## config.mk

```make
export PLATFORM = sky130hd
export DESIGN_NAME = cpu_axi_bridge
export DESIGN_NICKNAME = d
export VERILOG_FILES = /design/src/cpu_axi_pkg.sv /design/src/cpu_rd_if.sv /design/src/cpu_wr_if.sv /design/src/axi_read_arbiter.sv /design/src/axi_write_channel.sv /design/src/cpu_axi_bridge.sv
export SDC_FILE = /design/constraint.sdc
export NUM_CORES = 1
export LEC_CHECK = 0
export ABC_AREA = 1
export BUFFER_PORTS_ARGS = -buffer_cell sky130_fd_sc_hd__buf_2
export CORE_AREA = 2 2 139 141
export DETAILED_ROUTE_END_ITERATION = 6
export DIE_AREA = 0 0 141 143
export REMOVE_ABC_BUFFERS = 1
export SLEW_MARGIN = 20
export SYNTH_ARGS = -nofsm -noshare
export SYNTH_HDL_FRONTEND = slang
export SYNTH_HIERARCHICAL = 1
export SYNTH_SLANG_ARGS = --single-unit
```

## constraint.sdc

```tcl
create_clock -name aclk -period 4 [get_ports aclk]
set_clock_uncertainty 0.1 [all_clocks]
set_input_delay 0.2 -clock aclk [delete_from_list [all_inputs] [get_ports aclk]]
set_output_delay 0.2 -clock aclk [all_outputs]
set_load 0.02 [all_outputs]
```

## src/cpu_axi_pkg.sv

```systemverilog
// --------------------------------------------------
// cpu axi bridge package
// bus word types, axi response code and fsm states
// --------------------------------------------------

package cpu_axi_pkg;

    typedef logic [31:0] addr_t;   // byte address
    typedef logic [31:0] data_t;   // bus word
    typedef logic [3:0]  strb_t;   // byte write strobes
    typedef logic [1:0]  resp_t;   // axi response code

    localparam resp_t RESP_OKAY = 2'b00;

    // low address bits dropped when a load is matched against a pending store
    localparam int WORD_LSB = 2;

    typedef enum logic [1:0] {
        RD_IDLE,   // waiting for a client request
        RD_ADDR,   // ar channel valid
        RD_DATA    // waiting on r channel
    } rd_state_e;

    typedef enum logic [1:0] {
        WR_IDLE,   // waiting for a store
        WR_SEND,   // aw and w in flight
        WR_RESP    // waiting on b channel
    } wr_state_e;

endpackage

```

## src/cpu_rd_if.sv

```systemverilog
// --------------------------------------------------
// read-only client port
// request / addr_ok / data_ok handshake with data
// --------------------------------------------------
`timescale 1ns/100ps

interface cpu_rd_if;
    import cpu_axi_pkg::*;

    logic  req;
    addr_t addr;
    logic  addr_ok;   // one-cycle pulse, request taken
    logic  data_ok;   // one-cycle pulse, rdata and err valid
    data_t rdata;
    logic  err;

    modport client  (output req, addr, input  addr_ok, data_ok, rdata, err);
    modport arbiter (input  req, addr, output addr_ok, data_ok, rdata, err);

endinterface

```

## src/cpu_wr_if.sv

```systemverilog
// --------------------------------------------------
// write-only client port
// request / addr_ok / data_ok handshake for stores
// --------------------------------------------------
`timescale 1ns/100ps

interface cpu_wr_if;
    import cpu_axi_pkg::*;

    logic  req;
    addr_t addr;
    data_t wdata;
    strb_t wstrb;
    logic  addr_ok;   // store accepted
    logic  data_ok;   // store completed on axi
    logic  err;       // valid with data_ok

    modport client (
        output req, addr, wdata, wstrb,
        input  addr_ok, data_ok, err
    );
    modport channel (
        input  req, addr, wdata, wstrb,
        output addr_ok, data_ok, err
    );

endinterface
```

## src/axi_read_arbiter.sv

```systemverilog
// --------------------------------------------------
// read arbiter, ibus and dbus onto axi ar/r
// dbus wins, loads that hit a pending store wait
// --------------------------------------------------
`timescale 1ns/100ps

module axi_read_arbiter (
    input  logic               aclk,
    input  logic               arst_n,
    cpu_rd_if.arbiter          ibus,
    cpu_rd_if.arbiter          dbus,
    output cpu_axi_pkg::addr_t araddr,
    output logic               arvalid,
    input  logic               arready,
    input  cpu_axi_pkg::data_t rdata,
    input  cpu_axi_pkg::resp_t rresp,
    input  logic               rvalid,
    output logic               rready,
    input  logic               wr_pending,
    input  cpu_axi_pkg::addr_t wr_pending_addr
);
    import cpu_axi_pkg::*;

    localparam int ADDR_MSB = $bits(addr_t) - 1;

    rd_state_e state;
    rd_state_e state_nxt;
    addr_t     addr_q;        // address of the granted read
    logic      sel_dbus_q;    // 1 when dbus owns the current read
    data_t     rdata_q;
    logic      err_q;
    logic      data_ok_q;

    logic      dbus_hit;
    logic      grant_d;
    logic      grant_i;
    logic      r_fire;

    // same word as the store still on its way out
    assign dbus_hit = wr_pending &&
                      (dbus.addr[ADDR_MSB:WORD_LSB] == wr_pending_addr[ADDR_MSB:WORD_LSB]);

    assign grant_d = (state == RD_IDLE) && dbus.req && !dbus_hit;
    assign grant_i = (state == RD_IDLE) && ibus.req && !grant_d;
    assign r_fire  = rvalid && rready;

    always_comb begin
        state_nxt = state;
        case (state)
            RD_IDLE: if (grant_d || grant_i) state_nxt = RD_ADDR;
            RD_ADDR: if (arready)            state_nxt = RD_DATA;
            RD_DATA: if (rvalid)             state_nxt = RD_IDLE;
            default:                         state_nxt = RD_IDLE;
        endcase
    end

    always_ff @(posedge aclk or negedge arst_n) begin
        if (!arst_n) begin
            state      <= RD_IDLE;
            sel_dbus_q <= 1'b0;
            data_ok_q  <= 1'b0;
        end else begin
            state     <= state_nxt;
            data_ok_q <= r_fire;   // data_ok one cycle after the r handshake
            if (grant_d || grant_i) begin
                sel_dbus_q <= grant_d;
            end
        end
    end

    always_ff @(posedge aclk) begin
        if (grant_d || grant_i) begin
            addr_q <= grant_d ? dbus.addr : ibus.addr;
        end
        if (r_fire) begin
            rdata_q <= rdata;
            err_q   <= (rresp != RESP_OKAY);
        end
    end

    // axi side
    assign araddr  = addr_q;
    assign arvalid = (state == RD_ADDR);
    assign rready  = (state == RD_DATA);

    // client side, completion goes only to the winner
    assign ibus.addr_ok = grant_i;
    assign dbus.addr_ok = grant_d;
    assign ibus.data_ok = data_ok_q && !sel_dbus_q;
    assign dbus.data_ok = data_ok_q && sel_dbus_q;
    assign ibus.rdata   = rdata_q;
    assign dbus.rdata   = rdata_q;
    assign ibus.err     = ibus.data_ok && err_q;
    assign dbus.err     = dbus.data_ok && err_q;

endmodule

```

## src/axi_write_channel.sv

```systemverilog
// --------------------------------------------------
// store engine, ubus onto axi aw/w/b
// also flags the store that is still in flight
// --------------------------------------------------
`timescale 1ns/100ps

module axi_write_channel (
    input  logic               aclk,
    input  logic               arst_n,
    cpu_wr_if.channel          ubus,
    output cpu_axi_pkg::addr_t awaddr,
    output logic               awvalid,
    input  logic               awready,
    output cpu_axi_pkg::data_t wdata,
    output cpu_axi_pkg::strb_t wstrb,
    output logic               wvalid,
    input  logic               wready,
    input  cpu_axi_pkg::resp_t bresp,
    input  logic               bvalid,
    output logic               bready,
    output logic               wr_pending,
    output cpu_axi_pkg::addr_t wr_pending_addr
);
    import cpu_axi_pkg::*;

    wr_state_e state;
    addr_t     addr_q;
    data_t     wdata_q;
    strb_t     wstrb_q;
    logic      aw_done;      // aw handshake seen
    logic      w_done;       // w handshake seen
    logic      err_q;
    logic      data_ok_q;

    logic      accept;
    logic      aw_fire;
    logic      w_fire;
    logic      b_fire;

    assign accept  = (state == WR_IDLE) && ubus.req;
    assign aw_fire = awvalid && awready;
    assign w_fire  = wvalid && wready;
    assign b_fire  = bvalid && bready;

    always_ff @(posedge aclk or negedge arst_n) begin
        if (!arst_n) begin
            state     <= WR_IDLE;
            aw_done   <= 1'b0;
            w_done    <= 1'b0;
            data_ok_q <= 1'b0;
        end else begin
            data_ok_q <= b_fire;
            case (state)
                WR_IDLE: begin
                    aw_done <= 1'b0;
                    w_done  <= 1'b0;
                    if (accept) state <= WR_SEND;
                end
                WR_SEND: begin
                    if (aw_fire) aw_done <= 1'b1;
                    if (w_fire)  w_done  <= 1'b1;
                    // either order of ready is fine
                    if ((aw_done || aw_fire) && (w_done || w_fire)) begin
                        state <= WR_RESP;
                    end
                end
                WR_RESP: if (b_fire) state <= WR_IDLE;
                default: state <= WR_IDLE;
            endcase
        end
    end

    always_ff @(posedge aclk) begin
        if (accept) begin
            addr_q  <= ubus.addr;
            wdata_q <= ubus.wdata;
            wstrb_q <= ubus.wstrb;
        end
        if (b_fire) err_q <= (bresp != RESP_OKAY);
    end

    assign awaddr  = addr_q;
    assign awvalid = (state == WR_SEND) && !aw_done;
    assign wdata   = wdata_q;
    assign wstrb   = wstrb_q;
    assign wvalid  = (state == WR_SEND) && !w_done;
    assign bready  = (state == WR_RESP);

    assign ubus.addr_ok = accept;
    assign ubus.data_ok = data_ok_q;
    assign ubus.err     = data_ok_q && err_q;

    // covers the acceptance cycle so a same-cycle load is held too
    assign wr_pending      = accept || (state != WR_IDLE);
    assign wr_pending_addr = accept ? ubus.addr : addr_q;

endmodule

```

## src/cpu_axi_bridge.sv

```systemverilog
// --------------------------------------------------
// cpu to axi4-lite bridge, top level
// two read clients and one store client on one port
// --------------------------------------------------
`timescale 1ns/100ps

module cpu_axi_bridge (
    input  logic               aclk,
    input  logic               arst_n,
    // instruction reads
    input  logic               ibus_req,
    input  cpu_axi_pkg::addr_t ibus_addr,
    output logic               ibus_addr_ok,
    output logic               ibus_data_ok,
    output cpu_axi_pkg::data_t ibus_rdata,
    output logic               ibus_err,
    // data reads
    input  logic               dbus_req,
    input  cpu_axi_pkg::addr_t dbus_addr,
    output logic               dbus_addr_ok,
    output logic               dbus_data_ok,
    output cpu_axi_pkg::data_t dbus_rdata,
    output logic               dbus_err,
    // uncached stores
    input  logic               ubus_req,
    input  cpu_axi_pkg::addr_t ubus_addr,
    input  cpu_axi_pkg::data_t ubus_wdata,
    input  cpu_axi_pkg::strb_t ubus_wstrb,
    output logic               ubus_addr_ok,
    output logic               ubus_data_ok,
    output logic               ubus_err,
    // axi4-lite master
    output cpu_axi_pkg::addr_t araddr,
    output logic               arvalid,
    input  logic               arready,
    input  cpu_axi_pkg::data_t rdata,
    input  cpu_axi_pkg::resp_t rresp,
    input  logic               rvalid,
    output logic               rready,
    output cpu_axi_pkg::addr_t awaddr,
    output logic               awvalid,
    input  logic               awready,
    output cpu_axi_pkg::data_t wdata,
    output cpu_axi_pkg::strb_t wstrb,
    output logic               wvalid,
    input  logic               wready,
    input  cpu_axi_pkg::resp_t bresp,
    input  logic               bvalid,
    output logic               bready
);
    cpu_rd_if ibus_if ();
    cpu_rd_if dbus_if ();
    cpu_wr_if ubus_if ();

    cpu_axi_pkg::addr_t wr_pending_addr;   // store-to-load link
    logic               wr_pending;

    assign ibus_if.req   = ibus_req;
    assign ibus_if.addr  = ibus_addr;
    assign ibus_addr_ok  = ibus_if.addr_ok;
    assign ibus_data_ok  = ibus_if.data_ok;
    assign ibus_rdata    = ibus_if.rdata;
    assign ibus_err      = ibus_if.err;

    assign dbus_if.req   = dbus_req;
    assign dbus_if.addr  = dbus_addr;
    assign dbus_addr_ok  = dbus_if.addr_ok;
    assign dbus_data_ok  = dbus_if.data_ok;
    assign dbus_rdata    = dbus_if.rdata;
    assign dbus_err      = dbus_if.err;

    assign ubus_if.req   = ubus_req;
    assign ubus_if.addr  = ubus_addr;
    assign ubus_if.wdata = ubus_wdata;
    assign ubus_if.wstrb = ubus_wstrb;
    assign ubus_addr_ok  = ubus_if.addr_ok;
    assign ubus_data_ok  = ubus_if.data_ok;
    assign ubus_err      = ubus_if.err;

    axi_read_arbiter u_read_arbiter (
        .aclk            (aclk),
        .arst_n          (arst_n),
        .ibus            (ibus_if.arbiter),
        .dbus            (dbus_if.arbiter),
        .araddr          (araddr),
        .arvalid         (arvalid),
        .arready         (arready),
        .rdata           (rdata),
        .rresp           (rresp),
        .rvalid          (rvalid),
        .rready          (rready),
        .wr_pending      (wr_pending),
        .wr_pending_addr (wr_pending_addr)
    );

    axi_write_channel u_write_channel (
        .aclk            (aclk),
        .arst_n          (arst_n),
        .ubus            (ubus_if.channel),
        .awaddr          (awaddr),
        .awvalid         (awvalid),
        .awready         (awready),
        .wdata           (wdata),
        .wstrb           (wstrb),
        .wvalid          (wvalid),
        .wready          (wready),
        .bresp           (bresp),
        .bvalid          (bvalid),
        .bready          (bready),
        .wr_pending      (wr_pending),
        .wr_pending_addr (wr_pending_addr)
    );

endmodule

```

# Word-level counts from Yosys, hierarchy flattened
# Index checks and enable logic that the tools add are counted.
# Widths: inputs -> output; s select.
# totals
register_bits	143
in_bits	178
out_inout_bits	178
elab_cells	79
# op_classes
n_eq_ne	13
muxes	14
reduce_logical	37
# ops
cell	count
$mux 32	2
$eq 30x30->1	1
$logic_and 1x1->1	18
$mux 2	6
$pmux 2 s3	2
$ne 2x1->1 const B	5
$reduce_bool 2->1	4
$ne 2x2->1 const B	3
$reduce_and 3->1	2
$logic_not 1->1	5
$eq 2x1->1 const B	2
$eq 2x2->1 const B	2
$logic_not 2->1	2
$logic_or 1x1->1	4
$pmux 1 s2	2
$reduce_and 2->1	2
$mux 1	2

# Logic depth before layout (Yosys ltp)
# depth
depth_word	12
mapped_depth	19
mapped_depth_nobuf	17

# Modules after synthesis
# The synthesis kept the hierarchy.
# by_module_without_submodules
mod	instances	cells_each	area_per_inst_um2	seq_area_each_um2
axi_read_arbiter	1	384	3515.9	2052.0
axi_write_channel	1	205	2468.6	1876.8

# Least setup slack after synthesis
# OpenSTA, ideal clock, no wires.
# synth_path
path_type	reg-to-reg
from	register u_read_arbiter.state[0]
to	register u_read_arbiter.rdata_q[0] (netlist: u_read_arbiter/dbus.rdata[0]), enable pin
setup_ps	466
t_arrival_ps	2750
t_required_ps	3434
setup_slack_ps	684
path_stages_with_launch	2
n_path_buf	0
period_less_slack_ps	3316
path_cell_list	dfrtp_1 nor3_1
# synth_between
elab_chain_len	2
# synth_lines
element	line_no	text
start: declaration	axi_read_arbiter.sv:26	rd_state_e state;
start signal: assignment	axi_read_arbiter.sv:63	state <= state_nxt;
$eq 2x2->1	axi_read_arbiter.sv:84	assign rready = (state == RD_DATA);
$logic_and 1x1->1	axi_read_arbiter.sv:45	assign r_fire = rvalid && rready;
net u_read_arbiter.r_fire	axi_read_arbiter.sv:37	logic r_fire;
end signal: assignment	axi_read_arbiter.sv:76	rdata_q <= rdata;
end: declaration	axi_read_arbiter.sv:30	data_t rdata_q;
# The timed path passes the listed nets, and every way through them passes these cells.
# A chain may end at the register's enable or synchronous reset.

# Final worst setup path
# layout_path
from	register u_write_channel.state[0]
to	output ibus_addr_ok
# layout_between
elab_chain_len	9
elab_cells_between_ends	11
cone_classes	1 x eq/ne; 1 x mux; 9 x reduce/logical
# layout_lines
element	line_no	text
start: declaration	axi_write_channel.sv:26	wr_state_e state;
start signal: assignment	axi_write_channel.sv:47	state <= WR_IDLE;
start signal: assignment	axi_write_channel.sv:57	if (accept) state <= WR_SEND;
start signal: assignment	axi_write_channel.sv:64	state <= WR_RESP;
$logic_not 2->1	axi_write_channel.sv:40	assign accept = (state == WR_IDLE) && ubus.req;
$logic_and 1x1->1	axi_write_channel.sv:40	
$mux 32	n/a	
net wr_pending_addr[27]	cpu_axi_bridge.sv:55	cpu_axi_pkg::addr_t wr_pending_addr;
$eq 30x30->1	axi_read_arbiter.sv:41	(dbus.addr[ADDR_MSB:WORD_LSB] == wr_pending_addr[ADDR_MSB:WORD_LSB]);
$logic_and 1x1->1	axi_read_arbiter.sv:40	assign dbus_hit = wr_pending &&
$logic_not 1->1	axi_read_arbiter.sv:43	assign grant_d = (state == RD_IDLE) && dbus.req && !dbus_hit;
$logic_and 1x1->1	axi_read_arbiter.sv:43	
$logic_not 1->1	axi_read_arbiter.sv:44	assign grant_i = (state == RD_IDLE) && ibus.req && !grant_d;
$logic_and 1x1->1	axi_read_arbiter.sv:44	
end: declaration	cpu_axi_bridge.sv:13	output logic ibus_addr_ok,
# The timed path passes the listed nets, and every way through them passes these cells.

==> results.sh <==
export IMPL_dpl_hpwl_um=14700
export IMPL_finalHoldViolations=0
export IMPL_antenna_found_initial=3
export IMPL_max_freq_mhz=280
export IMPL_cp_end_kind="output port"
export IMPL_grt_use_total=0.199
export IMPL_drt_pass1_iterations=4
export IMPL_viasPerCell=4.33
export IMPL_hold_path_class="in2reg"
export IMPL_syn2layout_area_growth_pct=63.6
export IMPL_ys_seq_elements=143
export IMPL_grt_overflow=0
export IMPL_internal_power_mw=3.85
export IMPL_slew_headroom=0.646
export IMPL_ir_drop_mv=0.285
export IMPL_yosys_area_top_type="edfxtp_1"
export IMPL_postRouteAntennaNets=0
export IMPL_netSwitchingPower_mw=2.56
export IMPL_die_y_um=143
export IMPL_cts_sinks=143
export IMPL_ys_seq_area_frac=0.656
export IMPL_setup_viol=0
export IMPL_grt_max_degree=37
export IMPL_slowest_stage="dfrtp_1"
export IMPL_synth_fa_ha_area_frac=0
export IMPL_arrival_ns=3.27
export IMPL_vias=5705
export IMPL_status="finished clean"
export IMPL_ioPinCount=356
export IMPL_maxCapViolCount=0
export IMPL_avgRoutedWirePerCell_um=15.6
export IMPL_synth_top_family_by_area="simple AND/OR/NAND/NOR gates"
export IMPL_tritoncts="built"
export IMPL_ys_types=29
export IMPL_clock_root_buffer="clkbuf_16"
export IMPL_crit_top_cell="nand2_1"
export IMPL_wirelength_um=20600
export IMPL_total_leakage_power_nw=4.92
export IMPL_grt_pass1_wl_um=30000
export IMPL_cts_buffers=17
export IMPL_grt_pass1_vias=5569
export IMPL_r2r_setup_slack_ns=0.55
export IMPL_worstPathMaxFanout=36
export IMPL_coreArea_um2=18600
export IMPL_synth_top_area_frac=0.512
export IMPL_die_x_um=141
export IMPL_final_cell_area_um2=9790
export IMPL_syn_avg_cell_area_um2=10.2
export IMPL_ctsHtreeMaxLevel=4
export IMPL_crit_chain="nor2_4, nand2_4, inv_6, nand2_1, nand2_1, inv_1, nand2_1, nand2_1, inv_1, nand2_1, nor2_1, nand2_1, nor2_2, nand2_4, nand2_8, buf_4, inv_1, nor2_1, buf_2"
export IMPL_placed_area_um2=7760
export IMPL_period_minus_slack_ns=3.57
export IMPL_clkTransAtPathRegs_ns=0.06
export IMPL_finalPower_mw=6.41
export IMPL_synth_compound_area_frac=0.00711
export IMPL_slew_viol_final=0
export IMPL_fp_row_count=50
export IMPL_grt_setup_unrepaired="false"
export IMPL_synth_xor_area_frac=0.0117
export IMPL_syn_inst=589
export IMPL_path_class="reg2out"
export IMPL_synth_edf_count=102
export IMPL_syn_area_um2=5980
export IMPL_insertion_delay_ns=0.42
export IMPL_cts_buffer_depth=2
export IMPL_whs_ns=0.0165
export IMPL_p_clk_frac=0.243
export IMPL_fp_dieArea_um2=20200
export IMPL_synth_area_top_cells="edfxtp_1 (51%), nand2_1 (15%), dfxtp_1 (11%)"
export IMPL_place_congestion=0.781
export IMPL_start_util=0.322
export IMPL_critPathLaunchType="register"
export IMPL_cp_num_buf_inv=6
export IMPL_yosys_warnings=6
export IMPL_fill_cells=1703
export IMPL_layout_nets=1246
export IMPL_synth_ff_type="edfxtp_1"
export IMPL_layout_drive_gt1_share=0.382
export IMPL_crit_required_ns=3.70
export IMPL_setup_tns_final_ns=0
export IMPL_worst_pin_slew_ns=0.529
export IMPL_power_density_nw_per_um2=655
export IMPL_muxShareOfSynthArea=0
export IMPL_drt_iter0_drc=219
export IMPL_drc_errors=0
export IMPL_period_share=0.892
export IMPL_seq_power_share=0.365
export IMPL_netlist_top_cells_count="nand2_1 (237), edfxtp_1 (102), inv_1 (67), buf_4 (36), nand3_1 (36)"
export IMPL_max_stage_delay_ns=0.45
export IMPL_ys_async_sr_fraction=0.0629
export IMPL_pwr_share_comb=0.393
export IMPL_yosysMostFrequentCell="nand2_1"
export IMPL_placement_io_buffers=355
export IMPL_synthSimpleGateAreaFrac=0.219
export IMPL_switching_share=0.399
export IMPL_cts_resized=0
export IMPL_crit_family="simple AND/OR/NAND/NOR gates"
[placed cells by master (no fill, tap or decap)]
cell type	Yosys	routed
dfxtp_1	32	32
nand4_1	1	1
inv_1	67	67
clkinv_4	0	3
bufinv_16	0	1
inv_6	1	6
clkinvlp_4	0	1
or2_2	3	3
buf_12	1	1
dfrtp_1	9	9
nor3_2	0	1
nor2_2	2	2
buf_4	36	6
inv_8	0	3
diode_2	0	3
nand2_2	9	10
a21oi_1	3	3
nor3_1	3	2
o21ai_0	1	1
nand2_4	2	2
nor2_4	1	1
xnor2_1	8	8
o22ai_1	1	1
a21boi_1	1	1
clkinv_1	1	3
nand2_8	1	1
nand2_1	237	236
nor2_1	19	19
edfxtp_1	102	102
clkbuf_16	0	17
dlygate4sd3_1	0	145
nand3b_1	1	1
buf_2	2	355
nand3_1	36	36
a22o_1	1	1
[stage by stage]
step | instances | util | setup slack [ns]
floorplan | 542 | - | 0.515
finish | 1318 | 0.527 | 0.431
global route | 1316 | 0.527 | 0.0910
global placement | 1138 | 0.418 | 0.764
CTS | 1315 | 0.527 | 0.307
detailed placement | 1138 | 0.418 | 0.708
[per-layer routing]
metal | vias up | GRT usage | wire length (um)
li1 | 2794 | - | -
met1 | 2634 | 0.211 | 7670
met2 | 242 | 0.371 | 10900
met3 | 35 | 0.0577 | 1460
met4 | 0 | 0.0837 | 594
met5 | - | 0 | 0
[power by group through the flow]
stage,Clock [mW],Sequential [mW],Combinational [mW]
2_1_floorplan,0,2.90,0.909
3_3_place_gp,0,2.36,2.38
3_5_place_dp,0,2.36,2.40
4_1_cts,1.60,2.34,2.54
5_1_grt,1.65,2.39,2.74
6_report,1.56,2.34,2.52
[logic make-up after synthesis]
family	after synthesis
AO/OA/AOI/OAI	7
XOR/XNOR	8
buffers and inverters	116
flip-flops	143
AND/OR/NAND/NOR	315
[path summary, 6_finish.rpt]
kind | start | to | cells past startpoint
max | u_write_channel/state[0] | ibus_addr_ok | 19
min | bresp[1] | u_write_channel/err_q | 2
max reg2reg | u_write_channel/state[0] | u_read_arbiter/araddr[18] | 19
min reg2reg | u_write_channel/awaddr[1] | u_write_channel/awaddr[1] | 2
max in group asynchronous | arst_n | u_write_channel/state[0] | 2
min in group asynchronous | arst_n | u_read_arbiter/state[1] | 2
[cell type report]
class                   instances  area [um2]  share of cell area
diodes                          3        7.51            0.000767
clock buffers                  17         425              0.0434
clock inverters                15         149              0.0152
inverters                      69         264              0.0270
multi-input cells             330        1430               0.146
flip-flops and latches        143        3930               0.401
well taps                     234         293              0.0299
repair buffers                507        3290               0.336
[flip-flops by register name, indices dropped and copies added (netlist names)]
name / flops
u_read_arbiter/dbus.rdata: 32
u_write_channel/err_q: 1
u_read_arbiter/sel_dbus_q: 1
u_write_channel/ubus.data_ok: 1
u_write_channel/wdata: 32
u_write_channel/wstrb: 4
u_read_arbiter/err_q: 1
u_write_channel/awaddr: 32
u_write_channel/state: 2
u_write_channel/w_done: 1
u_read_arbiter/araddr: 32
u_write_channel/aw_done: 1
u_read_arbiter/state: 2
u_read_arbiter/data_ok_q: 1
[timing repair]
action / CTS / global route
hold buffers: 145 / 0
endpoints found under the hold margin: 147 / 0
buffers inserted: 0 / 0
No activity file was read; power rests on OpenSTA's default activity.
